## config.mk

```make
export PLATFORM = sky130hd
export DESIGN_NAME = tank_top
export DESIGN_NICKNAME = d
export VERILOG_FILES = /design/src/rtl/tank_pkg.sv /design/src/rtl/video_timing.sv /design/src/rtl/tank_bitmap.sv /design/src/rtl/steering_decode.sv /design/src/rtl/tank_motion.sv /design/src/rtl/sprite_renderer.sv /design/src/rtl/tank_top.sv
export SDC_FILE = /design/constraint.sdc
export NUM_CORES = 1
export LEC_CHECK = 0
export ABC_CLOCK_PERIOD_IN_PS = 3150
export BUFFER_PORTS_ARGS = -buffer_cell sky130_fd_sc_hd__buf_4
export CAP_MARGIN = 20
export CORE_MARGIN = 2
export CORE_UTILIZATION = 45
export CTS_CLUSTER_SIZE = 10
export DETAILED_ROUTE_END_ITERATION = 10
export HOLD_SLACK_MARGIN = 0.06
export PLACE_DENSITY_LB_ADDON = 0.3
export SYNTH_ARGS = -nofsm -noshare
export SYNTH_HDL_FRONTEND = slang
export SYNTH_HIERARCHICAL = 1
export SYNTH_SLANG_ARGS = --single-unit
```

## constraint.sdc

```tcl
create_clock -name clk -period 3.15 [get_ports clk]
set_clock_uncertainty 0.05 [all_clocks]
set_input_delay 0.63 -clock clk [delete_from_list [all_inputs] [get_ports clk]]
set_output_delay 0.63 -clock clk [all_outputs]
set_load 0.03 [all_outputs]
```

## src/rtl/tank_bitmap.mem

```
// one 16-bit sprite row per line, bit 0 is the leftmost pixel; bitmaps 0 to 4, 16 rows each
0000
0180
0180
0180
0180
3dbc
3ffc
3ffc
3e7c
3e7c
3ffc
3ffc
3ffc
3c3c
3c3c
0000
0000
0300
0300
0600
0600
3dbc
3ffc
1ffe
1e7e
3e7c
3ffc
7ff8
7ff0
3c30
0c00
0000
0000
0000
0c00
0600
0370
1ffc
1ffe
3fff
1e7e
3e7c
7ffc
3ff8
0ff0
03c0
0000
0000
0000
0000
0000
0700
1fc0
0ff0
07fc
3ffe
3fff
1fff
1ffe
07f8
03f0
01e0
00c0
0000
0000
0000
0000
0000
0ff0
0ff0
0ff0
0ff0
fffe
fffe
0ff0
0ff0
0ff0
0ff0
0000
0000

```

## src/rtl/tank_pkg.sv

```systemverilog
package tank_pkg;

  localparam int POS_WIDTH     = 12;
  localparam int POS_FRAC_BITS = 4;  // 8.4 fixed point
  localparam int BITMAP_COUNT  = 5;

  typedef enum logic [2:0] {
    WAIT_VSTART = 3'd0,
    WAIT_LOAD   = 3'd1,
    LOAD1_SETUP = 3'd2,
    LOAD1_FETCH = 3'd3,
    LOAD2_SETUP = 3'd4,
    LOAD2_FETCH = 3'd5,
    WAIT_HSTART = 3'd6,
    DRAW        = 3'd7
  } render_state_t;

  typedef enum logic [1:0] {
    STEER_HOLD  = 2'd0,
    STEER_LEFT  = 2'd1,
    STEER_RIGHT = 2'd2
  } steer_op_t;

  // coarse sine from one quarter wave folded four ways
  function automatic logic signed [7:0] sin_16x4(input logic [3:0] angle);
    logic signed [7:0] y;
    case (angle[1:0])
      2'd0:    y = 8'sd0;
      2'd1:    y = 8'sd3;
      2'd2:    y = 8'sd5;
      default: y = 8'sd6;
    endcase
    case (angle[3:2])
      2'd0:    return y;
      2'd1:    return 8'sd7 - y;
      2'd2:    return -y;
      default: return y - 8'sd7;
    endcase
  endfunction

endpackage

```

## src/rtl/video_timing.sv

```systemverilog
`timescale 1ns/1ps

module video_timing #(
  parameter int H_DISPLAY    = 256,
  parameter int H_TOTAL      = 320,
  parameter int H_SYNC_START = 280,
  parameter int H_SYNC_END   = 300,
  parameter int V_DISPLAY    = 240,
  parameter int V_TOTAL      = 262,
  parameter int V_SYNC_START = 245,
  parameter int V_SYNC_END   = 248
) (
  input  logic       clk,
  input  logic       reset,
  output logic [8:0] hpos,
  output logic [8:0] vpos,
  output logic       hsync,
  output logic       vsync,
  output logic       display_on,
  output logic       line_tick,
  output logic       frame_tick
);

  localparam logic [8:0] H_DISP  = 9'(H_DISPLAY);
  localparam logic [8:0] H_LAST  = 9'(H_TOTAL - 1);
  localparam logic [8:0] HS_ON   = 9'(H_SYNC_START);
  localparam logic [8:0] HS_OFF  = 9'(H_SYNC_END);
  localparam logic [8:0] V_DISP  = 9'(V_DISPLAY);
  localparam logic [8:0] V_LAST  = 9'(V_TOTAL - 1);
  localparam logic [8:0] VS_ON   = 9'(V_SYNC_START);
  localparam logic [8:0] VS_OFF  = 9'(V_SYNC_END);

  logic [8:0] hpos_next;
  logic [8:0] vpos_next;

  // ticks mark the last cycle of a line / frame
  assign hpos_next = line_tick ? 9'd0 : hpos + 9'd1;
  assign vpos_next = frame_tick ? 9'd0 : (line_tick ? vpos + 9'd1 : vpos);

  // levels are registered from the next count so they line up with hpos/vpos
  always_ff @(posedge clk or posedge reset) begin
    if (reset) begin
      hpos       <= 9'd0;
      vpos       <= 9'd0;
      hsync      <= 1'b0;
      vsync      <= 1'b0;
      line_tick  <= 1'b0;
      frame_tick <= 1'b0;
    end else begin
      hpos       <= hpos_next;
      vpos       <= vpos_next;
      hsync      <= (hpos_next >= HS_ON) && (hpos_next < HS_OFF);
      vsync      <= (vpos_next >= VS_ON) && (vpos_next < VS_OFF);
      line_tick  <= hpos_next == H_LAST;
      frame_tick <= (hpos_next == H_LAST) && (vpos_next == V_LAST);
    end
  end

  assign display_on = (hpos < H_DISP) && (vpos < V_DISP);

endmodule

```

## src/rtl/tank_bitmap.sv

```systemverilog
`timescale 1ns/1ps

module tank_bitmap (
  input  logic [7:0] addr,
  output logic [7:0] bits
);

  import tank_pkg::*;

  logic [15:0] rom [BITMAP_COUNT * 16];  // 16 rows per bitmap
  logic [15:0] word;

  initial begin
    $readmemh("/design/src/rtl/tank_bitmap.mem", rom);
  end

  assign word = rom[addr[7:1]];
  assign bits = addr[0] ? word[15:8] : word[7:0];  // odd address = high byte

endmodule

```

## src/rtl/steering_decode.sv

```systemverilog
`timescale 1ns/1ps

module steering_decode #(
  parameter int INITIAL_ROT = 0
) (
  input  logic       clk,
  input  logic       reset,
  input  logic       frame_tick,
  input  logic       switch_left,
  input  logic       switch_right,
  input  logic       switch_up,
  output logic [3:0] rotation,
  output logic [3:0] speed,
  output logic [2:0] bitmap_num,
  output logic       hmirror,
  output logic       vmirror
);

  import tank_pkg::*;

  logic      frame_cnt;  // steering on odd frames only
  steer_op_t op;

  always_comb begin
    op = STEER_HOLD;
    if (frame_cnt) begin
      if (switch_left)
        op = STEER_LEFT;
      else if (switch_right)
        op = STEER_RIGHT;
    end
  end

  always_ff @(posedge clk or posedge reset) begin
    if (reset) begin
      frame_cnt <= 1'b0;
      rotation  <= 4'(INITIAL_ROT);
      speed     <= 4'd0;
    end else if (frame_tick) begin
      frame_cnt <= ~frame_cnt;
      case (op)
        STEER_LEFT:  rotation <= rotation - 4'd1;
        STEER_RIGHT: rotation <= rotation + 4'd1;
        default:     rotation <= rotation;
      endcase
      if (frame_cnt) begin
        if (!switch_up)
          speed <= 4'd0;
        else if (speed != 4'd15)
          speed <= speed + 4'd1;
      end
    end
  end

  // four quadrants share five bitmaps via mirroring
  always_comb begin
    case (rotation[3:2])
      2'd0: begin
        bitmap_num = {1'b0, rotation[1:0]};
        hmirror    = 1'b0;
        vmirror    = 1'b0;
      end
      2'd1: begin
        bitmap_num = -rotation[2:0];
        hmirror    = 1'b0;
        vmirror    = 1'b1;
      end
      2'd2: begin
        bitmap_num = {1'b0, rotation[1:0]};
        hmirror    = 1'b1;
        vmirror    = 1'b1;
      end
      default: begin
        bitmap_num = -rotation[2:0];
        hmirror    = 1'b1;
        vmirror    = 1'b0;
      end
    endcase
  end

endmodule

```

## src/rtl/tank_motion.sv

```systemverilog
`timescale 1ns/1ps

module tank_motion #(
  parameter int INITIAL_X = 128,
  parameter int INITIAL_Y = 120
) (
  input  logic       clk,
  input  logic       reset,
  input  logic       line_tick,
  input  logic [8:0] vpos,
  input  logic [3:0] rotation,
  input  logic [3:0] speed,
  input  logic       collision,
  output logic [7:0] tank_x,
  output logic [7:0] tank_y
);

  import tank_pkg::*;

  localparam logic [POS_WIDTH-1:0] X_RESET = POS_WIDTH'(INITIAL_X << POS_FRAC_BITS);
  localparam logic [POS_WIDTH-1:0] Y_RESET = POS_WIDTH'(INITIAL_Y << POS_FRAC_BITS);

  logic [POS_WIDTH-1:0] x_fixed;
  logic [POS_WIDTH-1:0] y_fixed;
  logic                 bounce;
  logic                 moving;
  logic signed [7:0]    step_x;
  logic signed [7:0]    step_y;

  assign bounce = collision && vpos[1];  // pushback backwards
  assign moving = bounce || (vpos < {5'd0, speed});
  assign step_x = sin_16x4(bounce ? rotation + 4'd8 : rotation);
  assign step_y = sin_16x4(bounce ? rotation + 4'd12 : rotation + 4'd4);

  always_ff @(posedge clk or posedge reset) begin
    if (reset) begin
      x_fixed <= X_RESET;
      y_fixed <= Y_RESET;
    end else if (line_tick) begin
      if (moving) begin
        if (vpos[0])  // odd lines move x, even lines move y
          x_fixed <= x_fixed + {{(POS_WIDTH - 8){step_x[7]}}, step_x};
        else
          y_fixed <= y_fixed - {{(POS_WIDTH - 8){step_y[7]}}, step_y};
      end
    end
  end

  assign tank_x = x_fixed[POS_WIDTH-1:POS_FRAC_BITS];
  assign tank_y = y_fixed[POS_WIDTH-1:POS_FRAC_BITS];

endmodule

```

## src/rtl/sprite_renderer.sv

```systemverilog
`timescale 1ns/1ps

module sprite_renderer #(
  parameter int V_TOTAL = 262
) (
  input  logic       clk,
  input  logic       reset,
  input  logic [8:0] hpos,
  input  logic [8:0] vpos,
  input  logic       line_tick,
  input  logic       display_on,
  input  logic [7:0] tank_x,
  input  logic [7:0] tank_y,
  input  logic [2:0] bitmap_num,
  input  logic       hmirror,
  input  logic       vmirror,
  input  logic [7:0] rom_bits,
  output logic [7:0] rom_addr,
  output logic [2:0] rgb,
  output logic       collision
);

  import tank_pkg::*;

  localparam logic [8:0] V_LAST = 9'(V_TOTAL - 1);

  render_state_t state;
  logic [3:0]    ycount;
  logic [3:0]    xcount;
  logic [3:0]    row;
  logic [3:0]    col;
  logic [4:0]    row_byte;
  logic [15:0]   outbits;
  logic          gfx;
  logic          vstart;
  logic          hstart;
  logic          playfield;
  logic          hit;

  assign vstart    = (hpos == 9'd0) && (vpos == {1'b0, tank_y});
  assign hstart    = hpos == {1'b0, tank_x};
  assign row       = vmirror ? ~ycount : ycount;
  assign col       = hmirror ? ~xcount : xcount;
  assign rom_addr  = {bitmap_num, row_byte};
  assign playfield = hpos[5] && vpos[5];  // checkerboard
  assign hit       = display_on && gfx && playfield;

  always_ff @(posedge clk or posedge reset) begin
    if (reset) begin
      state  <= WAIT_VSTART;
      xcount <= 4'd0;
      ycount <= 4'd0;
      gfx    <= 1'b0;
    end else begin
      case (state)
        WAIT_VSTART: begin
          ycount <= 4'd0;
          gfx    <= 1'b0;
          if (vstart)
            state <= WAIT_LOAD;
        end
        WAIT_LOAD: begin
          xcount <= 4'd0;
          gfx    <= 1'b0;
          if (line_tick)
            state <= LOAD1_SETUP;
        end
        LOAD1_SETUP: state <= LOAD1_FETCH;
        LOAD1_FETCH: state <= LOAD2_SETUP;
        LOAD2_SETUP: state <= LOAD2_FETCH;
        LOAD2_FETCH: state <= WAIT_HSTART;
        WAIT_HSTART: begin
          if (hstart)
            state <= DRAW;
        end
        DRAW: begin
          gfx    <= outbits[col];
          xcount <= xcount + 4'd1;
          if (xcount == 4'd15) begin
            ycount <= ycount + 4'd1;
            state  <= (ycount == 4'd15) ? WAIT_VSTART : WAIT_LOAD;
          end
        end
      endcase
    end
  end

  // row fetch with the low byte first
  always_ff @(posedge clk) begin
    case (state)
      LOAD1_SETUP: row_byte <= {row, 1'b0};
      LOAD1_FETCH: outbits[7:0] <= rom_bits;
      LOAD2_SETUP: row_byte <= {row, 1'b1};
      LOAD2_FETCH: outbits[15:8] <= rom_bits;
      default: ;
    endcase
  end

  always_ff @(posedge clk or posedge reset) begin
    if (reset)
      collision <= 1'b0;
    else if (line_tick && (vpos == V_LAST))  // frame end
      collision <= 1'b0;
    else if (hit)
      collision <= 1'b1;
  end

  assign rgb = {display_on && (gfx || playfield), display_on && gfx, display_on && gfx};

endmodule

```

## src/rtl/tank_top.sv

```systemverilog
`timescale 1ns/1ps

module tank_top #(
  parameter int H_DISPLAY    = 256,
  parameter int H_TOTAL      = 320,
  parameter int H_SYNC_START = 280,
  parameter int H_SYNC_END   = 300,
  parameter int V_DISPLAY    = 240,
  parameter int V_TOTAL      = 262,
  parameter int V_SYNC_START = 245,
  parameter int V_SYNC_END   = 248,
  parameter int INITIAL_X    = 128,
  parameter int INITIAL_Y    = 120,
  parameter int INITIAL_ROT  = 0
) (
  input  logic       clk,
  input  logic       reset,
  input  logic       switch_left,
  input  logic       switch_right,
  input  logic       switch_up,
  output logic       hsync,
  output logic       vsync,
  output logic [2:0] rgb
);

  logic [8:0] hpos;
  logic [8:0] vpos;
  logic       display_on;
  logic       line_tick;
  logic       frame_tick;
  logic [3:0] rotation;
  logic [3:0] speed;
  logic [2:0] bitmap_num;
  logic       hmirror;
  logic       vmirror;
  logic [7:0] tank_x;
  logic [7:0] tank_y;
  logic [7:0] rom_addr;
  logic [7:0] rom_bits;
  logic       collision;

  video_timing #(
    .H_DISPLAY(H_DISPLAY), .H_TOTAL(H_TOTAL),
    .H_SYNC_START(H_SYNC_START), .H_SYNC_END(H_SYNC_END),
    .V_DISPLAY(V_DISPLAY), .V_TOTAL(V_TOTAL),
    .V_SYNC_START(V_SYNC_START), .V_SYNC_END(V_SYNC_END)
  ) video_timing_inst (
    .clk(clk), .reset(reset), .hpos(hpos), .vpos(vpos),
    .hsync(hsync), .vsync(vsync), .display_on(display_on),
    .line_tick(line_tick), .frame_tick(frame_tick)
  );

  tank_bitmap tank_bitmap_inst (
    .addr(rom_addr), .bits(rom_bits)
  );

  steering_decode #(.INITIAL_ROT(INITIAL_ROT)) steering_decode_inst (
    .clk(clk), .reset(reset), .frame_tick(frame_tick),
    .switch_left(switch_left), .switch_right(switch_right), .switch_up(switch_up),
    .rotation(rotation), .speed(speed), .bitmap_num(bitmap_num),
    .hmirror(hmirror), .vmirror(vmirror)
  );

  tank_motion #(.INITIAL_X(INITIAL_X), .INITIAL_Y(INITIAL_Y)) tank_motion_inst (
    .clk(clk), .reset(reset), .line_tick(line_tick), .vpos(vpos),
    .rotation(rotation), .speed(speed), .collision(collision),
    .tank_x(tank_x), .tank_y(tank_y)
  );

  sprite_renderer #(.V_TOTAL(V_TOTAL)) sprite_renderer_inst (
    .clk(clk), .reset(reset), .hpos(hpos), .vpos(vpos),
    .line_tick(line_tick), .display_on(display_on),
    .tank_x(tank_x), .tank_y(tank_y), .bitmap_num(bitmap_num),
    .hmirror(hmirror), .vmirror(vmirror), .rom_bits(rom_bits),
    .rom_addr(rom_addr), .rgb(rgb), .collision(collision)
  );

endmodule

```

==> results of run 1 <==
-- flip-flops by register name, indices dropped and copies added (netlist names), 3 cells and up --
signal and flops:
steering_decode_inst/speed 4, tank_motion_inst/y_fixed 12, sprite_renderer_inst/state 3, tank_motion_inst/x_fixed 12, sprite_renderer_inst/xcount 4, video_timing_inst/hpos 9
video_timing_inst/vpos 9, sprite_renderer_inst/ycount 4, sprite_renderer_inst/outbits 16, steering_decode_inst/rotation 4
-- worst max-delay path, stage by stage (launching register included) --
cell,delay [ns]
dfrtp_2,0.41
a21bo_2,0.22
and2_2,0.20
buf_4,0.16
nor2_1,0.10
a311oi_1,0.05
a31o_2,0.23
ha_1,0.32
nor2b_1,0.15
o21a_1,0.18
o21bai_2,0.17
a31oi_1,0.11
or3_1,0.31
a31o_2,0.24
-- stage by stage --
step	total power, W	std cells	hold WS [ns]	util	instance area, um^2
2_1_floorplan	0.00116	629	0.396	-	6160
3_3_place_gp	0.00116	783	0.423	0.472	6250
3_5_place_dp	0.00116	783	0.433	0.472	6250
4_1_cts	0.00233	799	0.230	0.496	6570
5_1_grt	0.00238	800	0.259	0.502	6640
6_report	0.00230	800	0.233	0.502	6640
-- routing by layer --
| layer | part of all wire | global-route usage |
|---|---|---|
| met5 | 0 | 0 |
| met4 | 0.016 | 0.0683 |
| met2 | 0.50 | 0.326 |
| met1 | 0.45 | 0.230 |
| met3 | 0.032 | 0.0316 |
-- layout make-up --
| cell class | count | area (um^2) |
|---|---|---|
| clock buffer | 9 | 225 |
| clock inverter | 7 | 98.8 |
| fill | 1209 | 6600 |
| inverter | 28 | 105 |
| multi-input combinational | 471 | 3600 |
| sequential | 84 | 2190 |
| tap | 176 | 220 |
| timing repair buffer | 25 | 208 |
-- report_power, final --
| group | total [W] | switching, W | leakage (nW) | internal [W] |
|---|---|---|---|---|
| logic | 0.0000340 | 0.0000251 | 1.74 | 0.00000893 |
| clock network | 0.00116 | 0.000456 | 0.162 | 0.000701 |
| registers | 0.00111 | 0.00000175 | 1.04 | 0.00111 |
-- worst paths after layout --
check | cells after the start | endpoint | startpoint
worst max-delay path | 13 | tank_motion_inst/y_fixed[10]$_DFFE_PP1P_ | video_timing_inst/vpos[1]$_DFF_PP0_
max in group asynchronous | 2 | video_timing_inst/vpos[1]$_DFF_PP0_ | reset
min in group clk | 2 | tank_motion_inst/x_fixed[3]$_DFFE_PP0P_ | tank_motion_inst/x_fixed[3]$_DFFE_PP0P_
worst min register to register | 2 | tank_motion_inst/x_fixed[3]$_DFFE_PP0P_ | tank_motion_inst/x_fixed[3]$_DFFE_PP0P_
worst min-delay path | 2 | steering_decode_inst/frame_cnt$_DFFE_PP0P_ | reset
worst max register to register | 13 | tank_motion_inst/y_fixed[10]$_DFFE_PP1P_ | video_timing_inst/vpos[1]$_DFF_PP0_
-- placed cells by master, fill, tap and decap left out, types with 6 or more instances in the layout --
cell       instances
and3_1             9
dfrtp_1           62
o22ai_1            6
buf_4             24
o211ai_1           6
mux2i_1            8
edfxtp_1          16
nor3_1             6
clkbuf_16          9
conb_1             8
xor2_1            32
nand2_1           33
nand2b_1          12
inv_1             28
nor2b_1           13
nand4_1            6
o21ai_0           30
xnor2_1           26
a21o_1             7
ha_1              43
a21oi_1           25
nand3_1           16
mux2_2            11
nor2_1            45
a31oi_1            8
==> flow_summary_export.csv, run 1 <==
group,metric,value,unit
power_and_ir_drop,leakage,2.94,nW
final_layout,syn_to_final_growth,8.52,%
clock_tree,clk_path_buf_depth,2,
timing,fin_ws,0.160,ns
clock_tree,cts_tree,"done",
synth,syn_area,6120,um^2
drt,wl_per_cell,16.1,um
drt,vias,4530,
clock_tree,holdBufCountCts,0,
timing,slew_viol_final,0,
final_layout,drive_gt1_frac,0.159,
synth,syn_avg_cell_area,9.84,um^2
grt,grt-ovfl-total,0,
critical_path,cp_data_arrival_time,3.22,ns
die,die_w,121,um
clock_tree,post_cts_buffers,0,
critical_path,rrSetupSlack,0.16,ns
die,core,13200,um^2
drt,drcViolationCount,0,
clock_tree,cts_made_buffers,9,
grt,grt_max_degree,25,
clock_tree,cts_max_level,3,
final_layout,antenna_cells,0,
clock_tree,clock_sinks,84,
run_status,outcome,"complete, no violations",
clock_tree,clock_latency,0.35,ns
clock_tree,cts_root_buf,"clkbuf_16",
synth,synthCells,622,
timing,setup_viol,0,
die,die_h,121,um
power_and_ir_drop,vdd_ir_drop_max,0.000250,V
placed_design,hpwl,9460,um
drt,postRouteAntennaNets,0,
power_and_ir_drop,p_per_area,346,nW/um^2
timing,relSlewSlack,0.396,
placed_design,place_congestion,0.887,
job,cap_violations,0,
critical_path,crit_type,"flip-flop to flip-flop",
critical_path,cp.required,3.38,ns
die,core.rowCount,42,
timing,period_needed,2.99,ns
timing,max_freq,0.334,GHz
placed_design,port_buffers,9,
die,initial_core_util,0.462,
drt,wirelength,12900,um
synth,ys_warn_count,6,
drt,drt-pass1-iter-count,5,
timing,hold_viol_final,0,
timing,finalCritPeriodShare,0.949,
critical_path,path_max_fanout,7,
critical_path,worst_setup_path_end_kind,"flip-flop",
grt,grt_pass1_vias,4530,
clock_tree,path_clk_slew,0.07,ns
drt,drt-vias-per-instance,5.66,
grt,antenna_found_initial,0,
drt,drt_iter0_drc,209,
clock_tree,post_cts_resized,0,
min_path,hp-class,"primary input to async pin",
die,dieArea,14600,um^2
grt,globalRouteTotalUtil,0.186,
timing,tightestPinTransition,0.905,ns
placed_design,place_ws,0.0677,ns
final_layout,fin_nets,670,
grt,grt_pass1_wl,21700,um
critical_path,worst_setup_path_start_kind,"flip-flop",
die,pin_count,10,
timing,fin_tns_setup,0,ns
(Power assumes the default switching activity.)
==> inputs of run 2 (changes only) <==
Settings changed: CORE_UTILIZATION 45 to 50, GPL_TIMING_DRIVEN set to 0.
==> flow_summary_export.csv, run 2 (synthesis gave the netlist of run 1 again) <==
group,metric,value,unit
drt,postRouteAntennaNets,0,
power_and_ir_drop,leakage,3.11,nW
drt,drt-vias-per-instance,5.88,
timing,slew_viol_final,0,
timing,grt_setup_unrepaired,"yes",
power_and_ir_drop,p_sw,0.000483,W
grt,globalRouteTotalUtil,0.208,
final_layout,finish.utilization,0.578,
final_layout,largest_register_ffs,16,
drt,drt-pass1-iter-count,6,
power_and_ir_drop,swShare,0.210,
die,pin_count,10,
timing,period_needed,3.11,ns
placed_design,dp.cells,785,
min_path,hp-class,"primary input to async pin",
critical_path,crit_top_cell,"buf_4",
power_and_ir_drop,pwr-share-clk,0.499,
die,dieArea,13100,um^2
grt,met3_usage,0.0344,
final_layout,top_register,"sprite_renderer_inst/outbits",
drt,wl_per_cell,16.4,um
grt,antenna_found_initial,0,
power_and_ir_drop,p_per_area,333,nW/um^2
final_layout,antenna_cells,0,
grt,grt_pass1_vias,4667,
clock_tree,cts_root_buf,"clkbuf_16",
clock_tree,path_clk_slew,0.06,ns
die,core.rowCount,40,
critical_path,worst_setup_path_start_kind,"flip-flop",
critical_path,path_max_fanout,3,
final_layout,final_common_cell,"dfrtp_1",
grt,grt-ovfl-total,0,
timing,tightestPinTransition,0.865,ns
job,cap_violations,0,
final_layout,fin_nets,709,
grt,grt_use_met2,0.351,
critical_path,worst_setup_path_end_kind,"flip-flop",
drt,drcViolationCount,0,
clock_tree,cts_made_buffers,9,
critical_path,cp_slowest_cell,"dfrtp_2",
final_layout,syn_to_final_growth,12.9,%
final_layout,drive_gt1_frac,0.202,
clock_tree,cts_tree,"done",
clock_tree,holdBufCountCts,0,
placed_design,port_buffers,9,
final_layout,layout_common_cells,"dfrtp_1, buf_4, nor2_1, ha_1, nand2_1",
timing,setup_viol,0,
drt,wirelength,13200,um
critical_path,crit_chain,"buf_4, inv_1, ha_1, maj3_2, xnor2_2, buf_4, fa_1, nor2b_1, o21a_1, o21bai_2, a31oi_1, or3_1, a31o_2",
timing,max_freq,0.322,GHz
power_and_ir_drop,seq_power_share,0.483,
final_layout,instances_no_fill,810,
final_layout,top_regs,"sprite_renderer_inst/outbits: 16 flops, tank_motion_inst/x_fixed: 12 flops, tank_motion_inst/y_fixed: 12 flops",
grt,busiest_layer,"met2",
timing,relSlewSlack,0.423,
grt,grt_max_degree,25,
clock_tree,clock_latency,0.35,ns
grt,grt_use_met1,0.259,
critical_path,cp.required,3.38,ns
power_and_ir_drop,p_comb_frac,0.018,
drt,vias,4763,
critical_path,cp_data_arrival_time,3.34,ns
die,initial_core_util,0.512,
grt,grt_pass1_wl,21800,um
critical_path,crit_family,"adder cells",
critical_path,critPathBufInv,3,
power_and_ir_drop,vdd_ir_drop_max,0.000249,V
clock_tree,cts_max_level,3,
die,core,12000,um^2
die,die_w,115,um
placed_design,hpwl,9270,um
power_and_ir_drop,p_total,0.00230,W
clock_tree,clk_path_buf_depth,2,
timing,hold_viol_final,0,
die,die_h,115,um
timing,finalCritPeriodShare,0.986,
clock_tree,clock_sinks,84,
placed_design,place_congestion,0.890,
power_and_ir_drop,internal-power,0.00182,W
drt,drt_iter0_drc,301,
critical_path,cpPeakStageDelay,0.41,ns
run_status,outcome,"complete, no violations",
critical_path,crit_type,"flip-flop to flip-flop",
timing,fin_tns_setup,0,ns
timing,whs,0.159,ns
## run 2: final timing paths
| check | from | end | slack [ns] | cells past startpoint |
|---|---|---|---|---|
| setup reg to reg | steering_decode_inst/rotation[0]$_DFFE_PP0P_ | tank_motion_inst/y_fixed[10]$_DFFE_PP1P_ | 0.04 | 13 |
| setup / recovery | steering_decode_inst/rotation[0]$_DFFE_PP0P_ | tank_motion_inst/y_fixed[10]$_DFFE_PP1P_ | 0.04 | 13 |
| hold / removal | reset | tank_motion_inst/y_fixed[11]$_DFFE_PP0P_ | 0.16 | 2 |
| min in group clk | tank_motion_inst/x_fixed[2]$_DFFE_PP0P_ | tank_motion_inst/x_fixed[2]$_DFFE_PP0P_ | 0.45 | 2 |
| max in group asynchronous | reset | video_timing_inst/vpos[1]$_DFF_PP0_ | 2.02 | 2 |
| hold reg to reg | tank_motion_inst/x_fixed[2]$_DFFE_PP0P_ | tank_motion_inst/x_fixed[2]$_DFFE_PP0P_ | 0.45 | 2 |
## run 2: area by class of cell
cell class | count | area, um^2
buffer | 45 | 310
clock buffer | 10 | 229
clock inverter | 6 | 88.8
fill | 1020 | 5050
inverter | 28 | 105
multi-input combinational | 471 | 3640
sequential | 84 | 2190
tap | 147 | 184
timing repair buffer | 19 | 163
## run 2: per-stage QoR
step	area, um^2	setup slack [ns]
final	6910	0.0435
after global routing	6910	-0.0675
after CTS	6800	0.0143
after detailed placement	6410	-0.498
after global placement	6410	-0.371
after floorplan	6160	0.0370
## run 2: what timing repair did
action,CTS,global route
buffers inserted,4,5
endpoints found under the setup margin,10,11
resized for setup,10,11
pin swaps,3,7
## run 2: worst reg2reg max path, stage by stage (launching register included)
cell and delay (ns):
dfrtp_2 0.41, buf_4 0.14, inv_1 0.07, ha_1 0.29
maj3_2 0.34, xnor2_2 0.17, buf_4 0.14, fa_1 0.21
nor2b_1 0.06, o21a_1 0.20, o21bai_2 0.22, a31oi_1 0.15
or3_1 0.33, a31o_2 0.25
## run 2: routing by layer
metal / part of all wire / routed length (um)
met1: 0.44 / 5860
met5: 0 / 0
met3: 0.033 / 442
met2: 0.50 / 6600
met4: 0.026 / 349
## run 2: power by group through the flow
stage	logic [W]	clock network, W	registers (W)
final	0.0000414	0.00115	0.00111
after global routing	0.0000474	0.00122	0.00111
after CTS	0.0000379	0.00118	0.00111
after detailed placement	0.0000378	0	0.00113
after global placement	0.0000372	0	0.00113
after floorplan	0.0000254	0	0.00113
==> inputs of run 3 (changes only) <==
Settings changed: RECOVER_POWER set to 25, SKIP_LAST_GASP set to 1.
==> flow_summary_export.csv, run 3 (synthesis gave the netlist of run 1 again) <==
group,metric,value,unit
critical_path,cp.required,3.38,ns
final_layout,seqCellArea,2190,um^2
placed_design,hpwl,9270,um
final_layout,antenna_cells,0,
die,initial_core_util,0.512,
die,die_h,115,um
clock_tree,holdBufCountCts,0,
clock_tree,clock_sinks,84,
timing,fin_tns_setup,0,ns
grt,grt_pass1_wl,21800,um
drt,vias,4758,
timing,slew_viol_final,0,
grt,grt_pass1_vias,4667,
timing,hold_viol_final,0,
critical_path,cp_data_arrival_time,3.34,ns
critical_path,path_max_fanout,3,
drt,wirelength,13200,um
placed_design,placed_cell_area,6410,um^2
drt,drt-vias-per-instance,5.87,
die,die_w,115,um
final_layout,largest_register_ffs,16,
min_path,hp-class,"primary input to async pin",
final_layout,design_area,6880,um^2
power_and_ir_drop,p_per_area,334,nW/um^2
grt,grt-ovfl-total,0,
final_layout,final_common_cell,"dfrtp_1",
timing,setup_viol,0,
power_and_ir_drop,p_comb_frac,0.016,
drt,drt-pass1-iter-count,5,
grt,grt_max_degree,25,
timing,relSlewSlack,0.0813,
power_and_ir_drop,seq_power_share,0.483,
final_layout,multi_input_area,3630,um^2
run_status,outcome,"complete, no violations",
power_and_ir_drop,leakage,3.10,nW
placed_design,port_buffers,9,
die,core,12000,um^2
power_and_ir_drop,p_sw,0.000483,W
clock_tree,cts_root_buf,"clkbuf_16",
die,dieArea,13100,um^2
clock_tree,clk_path_buf_depth,2,
clock_tree,cts_tree,"done",
timing,grt_setup_unrepaired,"yes",
timing,period_needed,3.11,ns
drt,drt_iter0_drc,297,
critical_path,worst_setup_path_end_kind,"flip-flop",
power_and_ir_drop,swShare,0.210,
clock_tree,clock_latency,0.35,ns
clock_tree,path_clk_slew,0.06,ns
final_layout,syn_to_final_growth,12.3,%
drt,postRouteAntennaNets,0,
grt,antenna_found_initial,0,
drt,drcViolationCount,0,
power_and_ir_drop,pwr-share-clk,0.501,
final_layout,top_register,"sprite_renderer_inst/outbits",
timing,fin_ws,0.0448,ns
final_layout,top_regs,"sprite_renderer_inst/outbits: 16 flops, tank_motion_inst/x_fixed: 12 flops, tank_motion_inst/y_fixed: 12 flops",
clock_tree,cts_made_buffers,9,
placed_design,place_congestion,0.890,
timing,tightestPinTransition,1.38,ns
final_layout,drive_gt1_frac,0.198,
final_layout,finish.utilization,0.575,
timing,finalCritPeriodShare,0.986,
clock_tree,cts_max_level,3,
power_and_ir_drop,internal-power,0.00181,W
critical_path,worst_setup_path_start_kind,"flip-flop",
power_and_ir_drop,vdd_ir_drop_max,0.000249,V
grt,globalRouteTotalUtil,0.208,
timing,max_freq,0.322,GHz
critical_path,crit_type,"flip-flop to flip-flop",
drt,wl_per_cell,16.3,um
die,core.rowCount,40,
placed_design,place_ws,-0.498,ns
power_and_ir_drop,p_total,0.00230,W
final_layout,layout_common_cells,"dfrtp_1, buf_4, nor2_1, ha_1, nand2_1",
final_layout,fin_nets,709,
job,cap_violations,0,
final_layout,nFillCells,1023,
die,pin_count,10,
[run 3: cell count changes in the layout (fill, tap and decap cells not counted), sizes merged]
cell    change
clkbuf      +2
buf         -2
[run 3: final cells by class]
type / instances / share of cell area
Timing Repair Buffer: 19 / 0.0197
Multi-Input combinational cell: 471 / 0.528
Clock inverter: 6 / 0.0129
Sequential cell: 84 / 0.319
Tap cell: 147 / 0.0267
Clock buffer: 10 / 0.0333
Inverter: 28 / 0.0153
Buffer: 45 / 0.0451
[run 3: metal layers]
| layer | share of wire | track usage | up-vias |
|---|---|---|---|
| met5 | 0 | 0 | - |
| met4 | 0.027 | 0.0984 | 0 |
| met3 | 0.034 | 0.0344 | 28 |
| met2 | 0.50 | 0.351 | 100 |
| met1 | 0.44 | 0.259 | 2331 |
| li1 | - | - | 2299 |
[run 3: through the flow]
step                      hold WS (ns)  std cells
after floorplan                  0.396        629
after global placement           0.413        785
after detailed placement         0.443        785
after CTS                        0.234        804
after global routing             0.167        810
final                            0.144        810
[run 3: final timing paths]
kind	end	cells after the start	start	slack [ns]
worst max-delay path	tank_motion_inst/y_fixed[10]$_DFFE_PP1P_	13	steering_decode_inst/rotation[0]$_DFFE_PP0P_	0.04
worst max register to register	tank_motion_inst/y_fixed[10]$_DFFE_PP1P_	13	steering_decode_inst/rotation[0]$_DFFE_PP0P_	0.04
max in group asynchronous	tank_motion_inst/x_fixed[10]$_DFFE_PP0P_	3	reset	1.43
worst min-delay path	tank_motion_inst/y_fixed[11]$_DFFE_PP0P_	2	reset	0.14
min in group clk	tank_motion_inst/x_fixed[3]$_DFFE_PP0P_	2	tank_motion_inst/x_fixed[3]$_DFFE_PP0P_	0.45
worst min register to register	tank_motion_inst/x_fixed[3]$_DFFE_PP0P_	2	tank_motion_inst/x_fixed[3]$_DFFE_PP0P_	0.45
[run 3: what timing repair did]
item / 4_1_cts / 5_1_grt
resized for setup: 10 / 10
pin swaps: 3 / 7
setup buffers: 4 / 5
endpoints found under the setup margin: 10 / 11
[run 3: worst max-delay path, stage by stage (launching register included)]
cell,delay [ns]
dfrtp_2,0.41
buf_4,0.14
inv_1,0.07
ha_1,0.29
maj3_2,0.34
xnor2_2,0.17
buf_4,0.14
fa_1,0.21
nor2b_1,0.06
o21a_1,0.20
o21bai_2,0.22
a31oi_1,0.15
or3_1,0.33
a31o_2,0.25
[run 3: power groups by stage]
stage / combinational (W) / sequential (W) / clock, W
floorplan: 0.0000254 / 0.00113 / 0
global placement: 0.0000372 / 0.00113 / 0
detailed placement: 0.0000378 / 0.00113 / 0
CTS: 0.0000379 / 0.00111 / 0.00118
global route: 0.0000429 / 0.00111 / 0.00122
finish: 0.0000370 / 0.00111 / 0.00115
